===== src/source/rvIsaPkg.sv =====
// RV32I ISA definitions
// Widths, base opcodes, funct3 codes and the raw instruction field layout
// shared by the decoder and the datapath

package rvIsaPkg;

    // ==================================================
    // Widths
    // ==================================================
    localparam int xlen = 32;

    typedef logic [xlen-1:0] word_t;
    typedef logic [4:0]      regIdx_t;

    // ==================================================
    // Opcodes
    // ==================================================
    typedef enum logic [6:0] {
        opReg    = 7'b0110011,  // R-type ALU
        opImm    = 7'b0010011,  // I-type ALU
        opLui    = 7'b0110111,
        opAuipc  = 7'b0010111,
        opJal    = 7'b1101111,
        opBranch = 7'b1100011
    } opcode_e;

    // funct3 codes for ALU ops
    localparam logic [2:0] f3AddSub = 3'b000;
    localparam logic [2:0] f3Slt    = 3'b010;
    localparam logic [2:0] f3Xor    = 3'b100;
    localparam logic [2:0] f3Or     = 3'b110;
    localparam logic [2:0] f3And    = 3'b111;

    // funct3 codes for branches
    localparam logic [2:0] f3Beq    = 3'b000;
    localparam logic [2:0] f3Bne    = 3'b001;

    // Instruction word in its native bit order, MSB first
    typedef struct packed {
        logic [6:0] funct7;
        regIdx_t    rs2;
        regIdx_t    rs1;
        logic [2:0] funct3;
        regIdx_t    rd;
        logic [6:0] opcode;
    } instrFields_t;

endpackage

===== src/source/corePkg.sv =====
// Core microarchitecture types
// ALU operation codes, decoded control bundle and the stage-to-stage packets

package corePkg;

    typedef enum logic [2:0] {
        aluAdd,
        aluSub,
        aluAnd,
        aluOr,
        aluXor,
        aluSlt,
        aluPassB
    } aluOp_e;

    // Operand A source
    typedef enum logic [1:0] {
        srcAReg,
        srcAZero,
        srcAPc
    } srcASel_e;

    typedef struct packed {
        logic     regWrite;
        aluOp_e   aluOp;
        srcASel_e srcASel;
        logic     useImm;    // Operand B from immediate
        logic     isBranch;
        logic     branchNe;  // Taken on not-equal
        logic     isJump;
    } ctrl_t;

    // Fetch register contents
    typedef struct packed {
        logic            valid;
        rvIsaPkg::word_t pc;
        rvIsaPkg::word_t instr;
    } fetchPkt_t;

    // Writeback register contents
    typedef struct packed {
        logic              valid;
        rvIsaPkg::regIdx_t rd;
        rvIsaPkg::word_t   data;
        rvIsaPkg::word_t   pc;
    } wbPkt_t;

endpackage


===== src/source/decoder.sv =====
// Instruction decoder
// Breaks the word into fields, maps opcode/funct3/funct7 to the control
// bundle and sign-extends the immediate for the instruction's format

`timescale 1ns/100ps

module decoder (
    input  rvIsaPkg::word_t        instr,
    output corePkg::ctrl_t         ctrl,
    output rvIsaPkg::word_t        imm,
    output rvIsaPkg::instrFields_t fields
);
    import rvIsaPkg::*;
    import corePkg::*;

    localparam logic [6:0] f7Base = 7'b0000000;
    localparam logic [6:0] f7Sub  = 7'b0100000;

    word_t immI;
    word_t immU;
    word_t immB;
    word_t immJ;
    logic  f7Legal;

    assign fields = instrFields_t'(instr);

    // Immediate formats
    assign immI = {{20{instr[31]}}, instr[31:20]};
    assign immU = {instr[31:12], 12'b0};
    assign immB = {{19{instr[31]}}, instr[31], instr[7], instr[30:25], instr[11:8], 1'b0};
    assign immJ = {{11{instr[31]}}, instr[31], instr[19:12], instr[20], instr[30:21], 1'b0};

    // Only SUB may use a non-zero funct7
    assign f7Legal = (fields.funct7 == f7Base) ||
                     (fields.funct7 == f7Sub && fields.funct3 == f3AddSub);

    always_comb begin
        ctrl         = '0;       // No-op unless recognised
        ctrl.aluOp   = aluAdd;
        ctrl.srcASel = srcAReg;
        imm          = immI;
        case (opcode_e'(fields.opcode))
            opReg: begin
                ctrl.regWrite = f7Legal;
                case (fields.funct3)
                    f3AddSub: ctrl.aluOp = fields.funct7[5] ? aluSub : aluAdd;
                    f3Slt:    ctrl.aluOp = aluSlt;
                    f3Xor:    ctrl.aluOp = aluXor;
                    f3Or:     ctrl.aluOp = aluOr;
                    f3And:    ctrl.aluOp = aluAnd;
                    default:  ctrl.regWrite = 1'b0;  // Shifts, SLTU
                endcase
            end
            opImm: begin
                ctrl.regWrite = (fields.funct3 == f3AddSub);  // ADDI only
                ctrl.useImm   = 1'b1;
            end
            opLui: begin
                ctrl.regWrite = 1'b1;
                ctrl.srcASel  = srcAZero;
                ctrl.aluOp    = aluPassB;
                ctrl.useImm   = 1'b1;
                imm           = immU;
            end
            opAuipc: begin
                ctrl.regWrite = 1'b1;
                ctrl.srcASel  = srcAPc;
                ctrl.useImm   = 1'b1;
                imm           = immU;
            end
            opJal: begin
                ctrl.regWrite = 1'b1;
                ctrl.srcASel  = srcAPc;  // Link value PC+4 through the ALU
                ctrl.isJump   = 1'b1;
                imm           = immJ;
            end
            opBranch: begin
                ctrl.aluOp    = aluSub;  // Equality from a zero difference
                ctrl.isBranch = (fields.funct3 == f3Beq) || (fields.funct3 == f3Bne);
                ctrl.branchNe = (fields.funct3 == f3Bne);
                imm           = immB;
            end
            default: ;
        endcase
    end

endmodule


===== src/source/executeStage.sv =====
// Execute stage
// Decodes the fetched instruction, forwards the writeback result, runs the
// ALU, resolves jumps and branches, and registers the writeback packet

`timescale 1ns/100ps

module executeStage (
    input  logic               CLK,
    input  logic               rstN,
    input  corePkg::fetchPkt_t fetchPkt,
    input  rvIsaPkg::word_t    rd1,
    input  rvIsaPkg::word_t    rd2,
    output rvIsaPkg::regIdx_t  rs1,
    output rvIsaPkg::regIdx_t  rs2,
    output logic               redirect,
    output rvIsaPkg::word_t    redirectPc,
    output corePkg::wbPkt_t    wbPkt
);
    import rvIsaPkg::*;
    import corePkg::*;

    ctrl_t        ctrl;
    word_t        imm;
    instrFields_t fields;
    word_t        fwdA;
    word_t        fwdB;
    word_t        opA;
    word_t        opB;
    word_t        aluRes;
    logic         isZero;

    decoder decode (
        .instr  (fetchPkt.instr),
        .ctrl   (ctrl),
        .imm    (imm),
        .fields (fields)
    );

    assign rs1 = fields.rs1;
    assign rs2 = fields.rs2;

    // ==================================================
    // Forwarding and operand select
    // ==================================================
    // wbPkt.valid already excludes x0
    assign fwdA = (wbPkt.valid && wbPkt.rd == fields.rs1) ? wbPkt.data : rd1;
    assign fwdB = (wbPkt.valid && wbPkt.rd == fields.rs2) ? wbPkt.data : rd2;

    always_comb begin
        case (ctrl.srcASel)
            srcAZero: opA = '0;
            srcAPc:   opA = fetchPkt.pc;
            default:  opA = fwdA;
        endcase
    end

    assign opB = ctrl.isJump ? word_t'(4) : (ctrl.useImm ? imm : fwdB);  // Return address

    // ==================================================
    // ALU
    // ==================================================
    always_comb begin
        case (ctrl.aluOp)
            aluAdd:   aluRes = opA + opB;
            aluSub:   aluRes = opA - opB;
            aluAnd:   aluRes = opA & opB;
            aluOr:    aluRes = opA | opB;
            aluXor:   aluRes = opA ^ opB;
            aluSlt:   aluRes = {{(xlen-1){1'b0}}, $signed(opA) < $signed(opB)};
            aluPassB: aluRes = opB;
            default:  aluRes = '0;
        endcase
    end

    // Branch resolution
    assign isZero     = (aluRes == '0);
    assign redirect   = fetchPkt.valid &&
                        (ctrl.isJump || (ctrl.isBranch && (isZero ^ ctrl.branchNe)));
    assign redirectPc = fetchPkt.pc + imm;

    // ==================================================
    // Writeback register
    // ==================================================
    always_ff @(posedge CLK) begin
        wbPkt.rd   <= fields.rd;
        wbPkt.data <= aluRes;
        wbPkt.pc   <= fetchPkt.pc;
        if (!rstN) begin
            wbPkt.valid <= 1'b0;
        end else begin
            wbPkt.valid <= fetchPkt.valid && ctrl.regWrite && (fields.rd != '0);
        end
    end

endmodule


===== src/source/fetchStage.sv =====
// Fetch stage
// Holds the PC, picks the next fetch address and registers the fetched
// instruction for execute. A redirect squashes the wrong-path fetch

`timescale 1ns/100ps

module fetchStage #(
    parameter rvIsaPkg::word_t resetPc = 32'h00400000
) (
    input  logic                CLK,
    input  logic                rstN,
    input  rvIsaPkg::word_t     instr,
    input  logic                redirect,
    input  rvIsaPkg::word_t     redirectPc,
    output rvIsaPkg::word_t     pc,
    output corePkg::fetchPkt_t  fetchPkt
);
    import rvIsaPkg::*;

    word_t nextPc;

    // ==================================================
    // Next PC
    // ==================================================
    // Static not-taken prediction, execute overrides
    assign nextPc = redirect ? redirectPc : pc + word_t'(4);

    always_ff @(posedge CLK) begin
        if (!rstN) begin
            pc <= resetPc;
        end else begin
            pc <= nextPc;
        end
    end

    // ==================================================
    // Fetch register
    // ==================================================
    always_ff @(posedge CLK) begin
        fetchPkt.pc    <= pc;
        fetchPkt.instr <= instr;
        if (!rstN) begin
            fetchPkt.valid <= 1'b0;
        end else begin
            fetchPkt.valid <= !redirect;  // Drop the slot behind a taken branch
        end
    end

endmodule


===== src/source/regFile.sv =====
// Integer register file
// 32 x 32-bit, two combinational reads and one write on the clock edge.
// x0 always reads as zero

`timescale 1ns/100ps

module regFile (
    input  logic               CLK,
    input  rvIsaPkg::regIdx_t  rs1,
    input  rvIsaPkg::regIdx_t  rs2,
    output rvIsaPkg::word_t    rd1,
    output rvIsaPkg::word_t    rd2,
    input  corePkg::wbPkt_t    wbPkt
);
    import rvIsaPkg::*;

    word_t regs [32];

    always_ff @(posedge CLK) begin
        if (wbPkt.valid) begin
            regs[wbPkt.rd] <= wbPkt.data;
        end
    end

    // Same-cycle write is not bypassed here
    assign rd1 = (rs1 == '0) ? '0 : regs[rs1];
    assign rd2 = (rs2 == '0) ? '0 : regs[rs2];

endmodule


===== src/source/rvCore.sv =====
// RV32I core top level
// Three-stage in-order pipeline of fetch, execute and writeback, with the
// register file written from the writeback packet

`timescale 1ns/100ps

module rvCore #(
    parameter rvIsaPkg::word_t resetPc = 32'h00400000
) (
    input  logic               CLK,
    input  logic               rstN,
    input  rvIsaPkg::word_t    instr,
    output rvIsaPkg::word_t    pc,
    output logic               wbValid,
    output rvIsaPkg::regIdx_t  wbRd,
    output rvIsaPkg::word_t    wbData,
    output rvIsaPkg::word_t    wbPc
);
    import rvIsaPkg::*;
    import corePkg::*;

    fetchPkt_t fetchPkt;
    wbPkt_t    wbPkt;
    logic      redirect;
    word_t     redirectPc;
    regIdx_t   rs1;
    regIdx_t   rs2;
    word_t     rd1;
    word_t     rd2;

    // ==================================================
    // Stages
    // ==================================================
    fetchStage #(
        .resetPc (resetPc)
    ) fetch (
        .CLK        (CLK),
        .rstN       (rstN),
        .instr      (instr),
        .redirect   (redirect),
        .redirectPc (redirectPc),
        .pc         (pc),
        .fetchPkt   (fetchPkt)
    );

    executeStage execute (
        .CLK        (CLK),
        .rstN       (rstN),
        .fetchPkt   (fetchPkt),
        .rd1        (rd1),
        .rd2        (rd2),
        .rs1        (rs1),
        .rs2        (rs2),
        .redirect   (redirect),
        .redirectPc (redirectPc),
        .wbPkt      (wbPkt)
    );

    regFile regs (
        .CLK   (CLK),
        .rs1   (rs1),
        .rs2   (rs2),
        .rd1   (rd1),
        .rd2   (rd2),
        .wbPkt (wbPkt)
    );

    // Commit report
    assign wbValid = wbPkt.valid;
    assign wbRd    = wbPkt.rd;
    assign wbData  = wbPkt.data;
    assign wbPc    = wbPkt.pc;

endmodule


===== config.mk =====
export PLATFORM = sky130hd
export DESIGN_NAME = rvCore
export DESIGN_NICKNAME = d
export VERILOG_FILES = /design/src/source/rvIsaPkg.sv /design/src/source/corePkg.sv /design/src/source/decoder.sv /design/src/source/executeStage.sv /design/src/source/fetchStage.sv /design/src/source/regFile.sv /design/src/source/rvCore.sv
export SDC_FILE = /design/constraint.sdc
export NUM_CORES = 2
export LEC_CHECK = 0
export BUFFER_PORTS_ARGS = -buffer_cell sky130_fd_sc_hd__buf_2
export CAP_MARGIN = 10
export CORE_ASPECT_RATIO = 0.8
export CORE_MARGIN = 4
export CORE_UTILIZATION = 65
export CTS_BUF_LIST = sky130_fd_sc_hd__clkbuf_2
export CTS_CLUSTER_DIAMETER = 40
export DETAILED_ROUTE_END_ITERATION = 6
export PLACE_DENSITY_LB_ADDON = 0.3
export SYNTH_ARGS = -nofsm -noshare
export SYNTH_HDL_FRONTEND = slang
export SYNTH_SLANG_ARGS = --single-unit

===== constraint.sdc =====
create_clock -name CLK -period 11.5 [get_ports CLK]
set_clock_uncertainty 0.05 [all_clocks]
set_input_delay 1.15 -clock CLK [delete_from_list [all_inputs] [get_ports CLK]]
set_output_delay 1.15 -clock CLK [all_outputs]
set_load 0.02 [all_outputs]

---- After elaboration in Yosys (flattened, before gate mapping) ----
Memory sizes are Yosys's and may differ from the RTL's. A register that Yosys moved wholly into a read port is not among the register bits.
Index checks and enable logic that the tools add are counted.
word-level totals
  memories ................................ 1
  RAM bits ................................ 1,024
  register bits after elaboration ......... 167
  logic and storage cells ................. 84
memory list
  name       words  width  rd ports  clocked after memory_dff  write ports  line           RTL
  regs.regs  32     32     2         2                         1            regFile.sv:17  word_t regs [32];
cells by class
  reductions and logical operators ........ 23
  bitwise logic cells ..................... 4
  add/sub/neg operators ................... 4
  multiplexer cells ....................... 21
  equal/unequal tests ..................... 22
  $lt $le $gt $ge ......................... 1
operators by type and width
  kind                   count
  $mux 32                7
  $pmux 32 s7            1
  $pmux 31 s3            1
  $add 32x32->32         2
  $pmux 32 s2            1
  $add 32x3->32 const B  1
  $and 32x32->32         1
  $logic_not 32->1       1
  $lt 32x32->1           1
  $or 32x32->32          1
  $sub 32x32->32         1
  $xor 32x32->32         1
  $eq 7x6->1 const B     3
  $eq 3x3->1 const B     6
  $pmux 3 s5             1
  $eq 7x5->1 const B     2
  $eq 7x7->1 const B     2
  $eq 5x5->1             2
  $logic_not 5->1        2
  $eq 3x2->1 const B     3
  $pmux 3 s3             1
  $logic_and 1x1->1      7
  $logic_not 7->1        1
  $eq 3x1->1 const B     2
  other kinds (14)       24

---- Depth between registers and ports, before layout ----
  depth in word-level cells ............... 13
  gate-level depth with buffers ........... 30
  gate-level depth less buffers ........... 22

---- Modules after synthesis ----
From an unflattened synthesis, not the netlist that was laid out.
second synthesis, totals
  cells, all modules ...................... 4,275
  area total of the unflattened synthesis .. 61,472.7 um^2
modules (own cells, without submodules)
  module        area an instance (um^2)  sequential area each (um^2)  instances  cells an instance
  regFile       46,960.0                 30,749.5                     1          2,400
  executeStage  10,730.3                 1,401.3                      1          1,489
  fetchStage    2,964.1                  1,941.9                      1          264
  decoder       818.3                    0.0                          1          122

---- Worst setup path before layout ----
OpenSTA, ideal clock, no wires.
  path type ............................... reg-to-reg
  start ................................... register, netlist name fetch.fetchPkt[15]
  end ..................................... register fetch.pc[14]
  stages on the path, launching flop included .. 27
  data required time ...................... 11,378 ps
  arrival ................................. 7,187 ps
  setup time .............................. 72 ps
  slack ................................... 4,192 ps
  cell sequence ........................... dfxtp_1 > clkbuf_1 > clkbuf_1 > buf_1 > buf_1 > clkbuf_1 > mux2i_1 > o221ai_1 > a221oi_1 > a21oi_1 > a22o_1 > a22o_1 > ha_1 > a21oi_4 > o211ai_1 > a221o_1 > or2_0 > buf_2 > a211o_1 > mux2_2 > a221o_1 > nand4b_4 > nor4_4 > a311oi_4 > nor3_4 > buf_6 > mux2i_1
on the way
  cells in the longest elaborated chain, start to end .. 12
  elaborated cells between the ends (all ways) .. 22
  classes of those cells .................. add/sub: 2; order compare: 1; eq/ne: 1; mux: 8; bitwise: 4; reduce/logical: 6
RTL lines
  what                                           line                               RTL
  $logic_not 5->1 or $eq 5x5->1 (tied branches)  regFile.sv:26, executeStage.sv:46
  $mux 32 or $logic_and 1x1->1 (tied branches)   regFile.sv:26, executeStage.sv:46
  $mux 32                                        executeStage.sv:46                 assign fwdA = (wbPkt.valid && wbPkt.rd == fields.rs1) ? wbPkt.data : rd1;
  $pmux 32 s2                                    executeStage.sv:50                 case (ctrl.srcASel)
  $sub 32x32->32 (tied with other cells)         executeStage.sv:65                 aluSub: aluRes = opA - opB;
  $pmux 32 s7 (*)                                executeStage.sv:63                 case (ctrl.aluOp)
  named net execute.aluRes[15]                   executeStage.sv:29                 word_t aluRes;
  $logic_not 32->1 (*)                           executeStage.sv:76                 assign isZero = (aluRes == '0);
  $xor 1x1->1 (*)                                executeStage.sv:78                 (ctrl.isJump || (ctrl.isBranch && (isZero ^ ctrl.branchNe)));
  $logic_and 1x1->1 (*)                          executeStage.sv:78
  $logic_or 1x1->1 (*)                           executeStage.sv:78
  $logic_and 1x1->1 (*)                          executeStage.sv:77                 assign redirect = fetchPkt.valid &&
  $mux 32 (*)                                    fetchStage.sv:26                   assign nextPc = redirect ? redirectPc : pc + word_t'(4);
  end signal, assigned                           fetchStage.sv:30                   pc <= resetPc;
  end signal, assigned                           fetchStage.sv:32                   pc <= nextPc;
  end, declared                                  fetchStage.sv:15                   output rvIsaPkg::word_t pc,
The timed path passes the listed nets; every way through them passes the cells marked *.
A chain may end at the register's enable or synchronous reset.

---- Final worst setup path ----
  start ................................... register, netlist name fetch.fetchPkt[2]
  end ..................................... register fetch.pc[29]
on the way
  cells in the longest elaborated chain, start to end .. 13
  elaborated cells between the ends (all ways) .. 41
  classes of those cells .................. add/sub: 3; order compare: 1; eq/ne: 14; mux: 11; bitwise: 4; reduce/logical: 8
RTL lines
  what                                                                 line                                    RTL
  $eq 7x7->1 (tied with other cells)                                   decoder.sv:42                           case (opcode_e'(fields.opcode))
  $reduce_or 2->1 (no source line) or $reduce_or 3->1 (tied branches)  -
  $pmux 2 s2 (tied with other cells)                                   decoder.sv:42
  $eq 2x2->1 (tied with other cells)                                   executeStage.sv:50
  $pmux 32 s2 or $mux 32 (tied branches)                               executeStage.sv:50, executeStage.sv:57
  $sub 32x32->32 (tied with other cells)                               executeStage.sv:65
  $pmux 32 s7 (*)                                                      executeStage.sv:63
  named net execute.aluRes[21]                                         executeStage.sv:29
  $logic_not 32->1 (*)                                                 executeStage.sv:76
  $xor 1x1->1 (*)                                                      executeStage.sv:78
  $logic_and 1x1->1 (*)                                                executeStage.sv:78
  $logic_or 1x1->1 (*)                                                 executeStage.sv:78
  $logic_and 1x1->1 (*)                                                executeStage.sv:77
  $mux 32 (*)                                                          fetchStage.sv:26
Marks and branches as above.

==> metrics.json <==
{
  "sta": {
    "holdWs_ns": 0.109,
    "period_minus_slack_ns": 9.98,
    "setup_tns_ns": 0,
    "tightest_slew_ns": 1.38,
    "setup_repair_after_global_routing_missed_its_margin": "false",
    "slew-limit-headroom_pct": 7.33,
    "slew_viol_final": 0,
    "setup_viol": 0,
    "hold_violations": 0,
    "final_min_period_over_clock_period_pct": 86.8,
    "fmax_mhz": 100,
    "finalWorstSetupSlack_ns": 1.52
  },
  "route": {
    "post_drt_wl_per_cell_um": 38.2,
    "detailedRoute.firstIterationViolations": 8739,
    "detail_route.drc_violations": 0,
    "postRouteWirelength_mm": 230,
    "drt.antenna.violating_nets": 0,
    "firstDrtPassIters": 7,
    "dr_total_vias": 46600,
    "viasPerCell": 7.73
  },
  "worst_setup_path": {
    "critPathMaxFanout": 17,
    "launching_element_type_of_the_critical_path": "flip-flop",
    "timing_worst_setup_path_type": "reg -> reg",
    "critPathSlowestCell": "nor4bb_1",
    "setup.worst_path.end_class": "flip-flop",
    "most_used_cell_along_the_critical_path": "nand2_1",
    "cp_data_required_time_ns": 12.98,
    "cp_data_arrival_time_ns": 11.47,
    "critical_path.cell_chain": "nand4b_1 -> nor2_1 -> buf_4 -> clkinv_1 -> buf_4 -> ha_1 -> nor2b_2 -> buf_4 -> nand2_1 -> nand2_1 -> ha_1 -> a21oi_1 -> nand2_1 -> nor4bb_1 -> o21ai_0 -> nand2_1 -> o22ai_1 -> o21a_1 -> nor4_1 -> and4_1 -> a311oi_4 -> nor3_4 -> mux2i_1",
    "cp_slowest_stage_delay_ns": 1.04
  },
  "floorplanning": {
    "chipHeight_um": 283,
    "die_area_um2": 99600,
    "pin_count": 136,
    "core_area_um2": 93500,
    "rows": 100,
    "initial_core_util_pct": 65.8,
    "die_x_um": 352
  },
  "hold_path": {
    "hold_class": "in -> reg"
  },
  "global_routing": {
    "first_global_vias": 46000,
    "grt_start_max_net_pins": 114,
    "grt_pass1_wl_mm": 325,
    "grt_usage_pct": 46.2,
    "overflow": 0,
    "antenna_found_initial": 19
  },
  "place": {
    "hpwlAfterDp_mm": 144,
    "place_ws_ns": 2.20,
    "post-place-cells": 5479,
    "finalWeightedCongestion": 1.11,
    "port_buffers": 135
  },
  "clock_tree": {
    "tritoncts": "yes",
    "cts.reportedPaths.clkPinSlew_ns": 0.13,
    "numCtsBuffers": 299,
    "buffer_cell_driving_the_clock_tree_root": "clkbuf_2",
    "worst_skew_late_latency_ns": 1.68,
    "post_cts.repair.setup_buffers": 0,
    "ctsResizeCount": 0,
    "max-clock-path-buffers": 4,
    "htree_num_levels": 5,
    "clock_sink_count": 1191,
    "cts_hold_repair.buffers": 33
  },
  "synth": {
    "ys_dominant_reg_cell": "edfxtp_1",
    "synth.lib_cells_used.distinct": 99,
    "syn-num-nets": 4439,
    "netlist_area_um2": 61500,
    "largest_family_of_logic_cells_by_synthesized_area": "multiplexers",
    "yosys_warnings": 0,
    "synth_adder_area_share_pct": 2.84,
    "synth_xor_area_share_pct": 0.926,
    "synth_compound_gate_area_share_pct": 9.56,
    "synth_simple_gate_area_share_pct": 6.86,
    "avgSynthCellArea_um2": 14.4,
    "yosys-mux-area-fraction_pct": 21.7,
    "synth_async_sr_flop_share_pct": 0,
    "synth_enable_flop_cells": 1024,
    "post_synthesis_sequential_element_count": 1191,
    "ys_seq_area_share_pct": 55.4,
    "postSynthCellCount": 4267
  },
  "power": {
    "swShare_pct": 33.3,
    "ir_worst_vdd_mv": 0.118,
    "power.clock.fraction_pct": 26.9,
    "power.share.sequential_pct": 50.8,
    "pwr_density_cell_nw_per_um2": 155,
    "switchingPower_mw": 3.46,
    "intPower_mw": 6.94,
    "p_comb_share_pct": 22.3,
    "p_leak_nw": 24.1
  },
  "flow_run": {
    "cap_viol_max_count": 0
  },
  "layout": {
    "layout.cells.most_common_list": "edfxtp_1, mux4_2, clkbuf_2",
    "most_common_cell_after_layout_fill_and_taps_aside": "edfxtp_1",
    "post-route-util_pct": 71.7,
    "drive_above_1_share_pct": 28.5,
    "stdcell_count": 6034,
    "area_delta_synth_final_pct": 9.01,
    "nNetsFinal": 4762
  },
  "run_status": {
    "status": "completed"
  }
}
worst max-delay path: cells and delay by family, from the launching register on:
family,cells,cell delay (ns)
DFF,1,0.93
and+or+nand+nor,11,4.68
AOI/OAI and AO/OA,5,1.56
muxes,1,0.28
buffers and inverters,4,0.86
adders and majority gates,2,1.50
per-layer routing:
layer  up-vias  global-route usage [%]  routed length, um
met5         -                       0                101
met4        14                    25.4              15100
met3       999                    21.2              42100
met2      4941                    62.3              94700
met1     22600                    62.7              78400
li1      18100                       -                  -
cell families after synthesis:
kind of cell / after synthesis
AO/OA/AOI/OAI: 841
XOR/XNOR: 65
multiplexers: 748
AND/OR/NAND/NOR: 865
buffers and inverters: 419
adder cells (fa/ha/maj): 138
flip-flops: 1191
cell usage after synthesis, types with 21 or more instances:
master	instances	area [um^2]
a22o_1	58	508
o22ai_1	48	300
mux4_2	462	10400
a21oi_1	170	851
mux2_2	55	619
o21ai_0	128	641
nor2_1	211	792
a211oi_1	54	405
a31oi_1	29	181
nand2b_1	31	194
edfxtp_1	1024	30700
dfxtp_1	167	3340
mux2i_1	231	2310
o221ai_1	45	394
nand3_1	73	365
nand2_1	277	1040
a221oi_1	42	368
and3_1	28	175
nor2b_1	29	181
nor3_1	51	255
or3_1	25	156
o211ai_1	44	330
xnor2_1	46	403
buf_1	72	270
clkbuf_1	185	694
a22oi_1	21	158
nand4_1	25	156
buf_2	35	175
inv_1	119	447
a21o_1	28	210
ha_1	135	1690
worst paths after layout:
check / from / to / slack (ns) / cells past startpoint
setup / recovery: fetch.fetchPkt[2]$_DFF_P_ / fetch.pc[29]$_SDFF_PN0_ / 1.52 / 23
setup reg to reg: fetch.fetchPkt[2]$_DFF_P_ / fetch.pc[29]$_SDFF_PN0_ / 1.52 / 23
hold reg to reg: fetch.fetchPkt[10]$_DFF_P_ / execute.wbPkt[67]$_DFF_P_ / 0.33 / 0
hold / removal: instr[14] / fetch.fetchPkt[14]$_DFF_P_ / 0.11 / 2
metrics by stage:
stage	cell area [um^2]	total power, mW
finish	67000	10.4
global route	67000	10.7
global placement	64100	7.54
detailed placement	64100	7.57
floorplan	61500	6.67
CTS	66900	10.3
registers in the layout (all words and copies together), names as in the netlist:
register	cells
execute.wbPkt	70
regs.regs	1024
fetch.pc	32
fetch.fetchPkt	65
area by class of cell:
class / instances / area, um^2
fillers: 5999 / 26400
repair buffers: 320 / 2300
diodes: 21 / 52.6
flip-flops and latches: 1191 / 34100
inverters: 121 / 454
well taps: 1224 / 1530
multi-input cells: 2657 / 26100
clock buffers: 427 / 2140
clock inverters: 73 / 370
power groups by stage:
stage          clock (mW)  sequential (mW)  combinational (mW)
2_1_floorplan           0             5.66                1.01
3_3_place_gp            0             5.40                2.14
3_5_place_dp            0             5.39                2.18
4_1_cts              2.79             5.29                2.19
5_1_grt              3.04             5.29                2.40
6_report             2.80             5.29                2.32
Note: power is estimated with default switching activity, not from simulation.
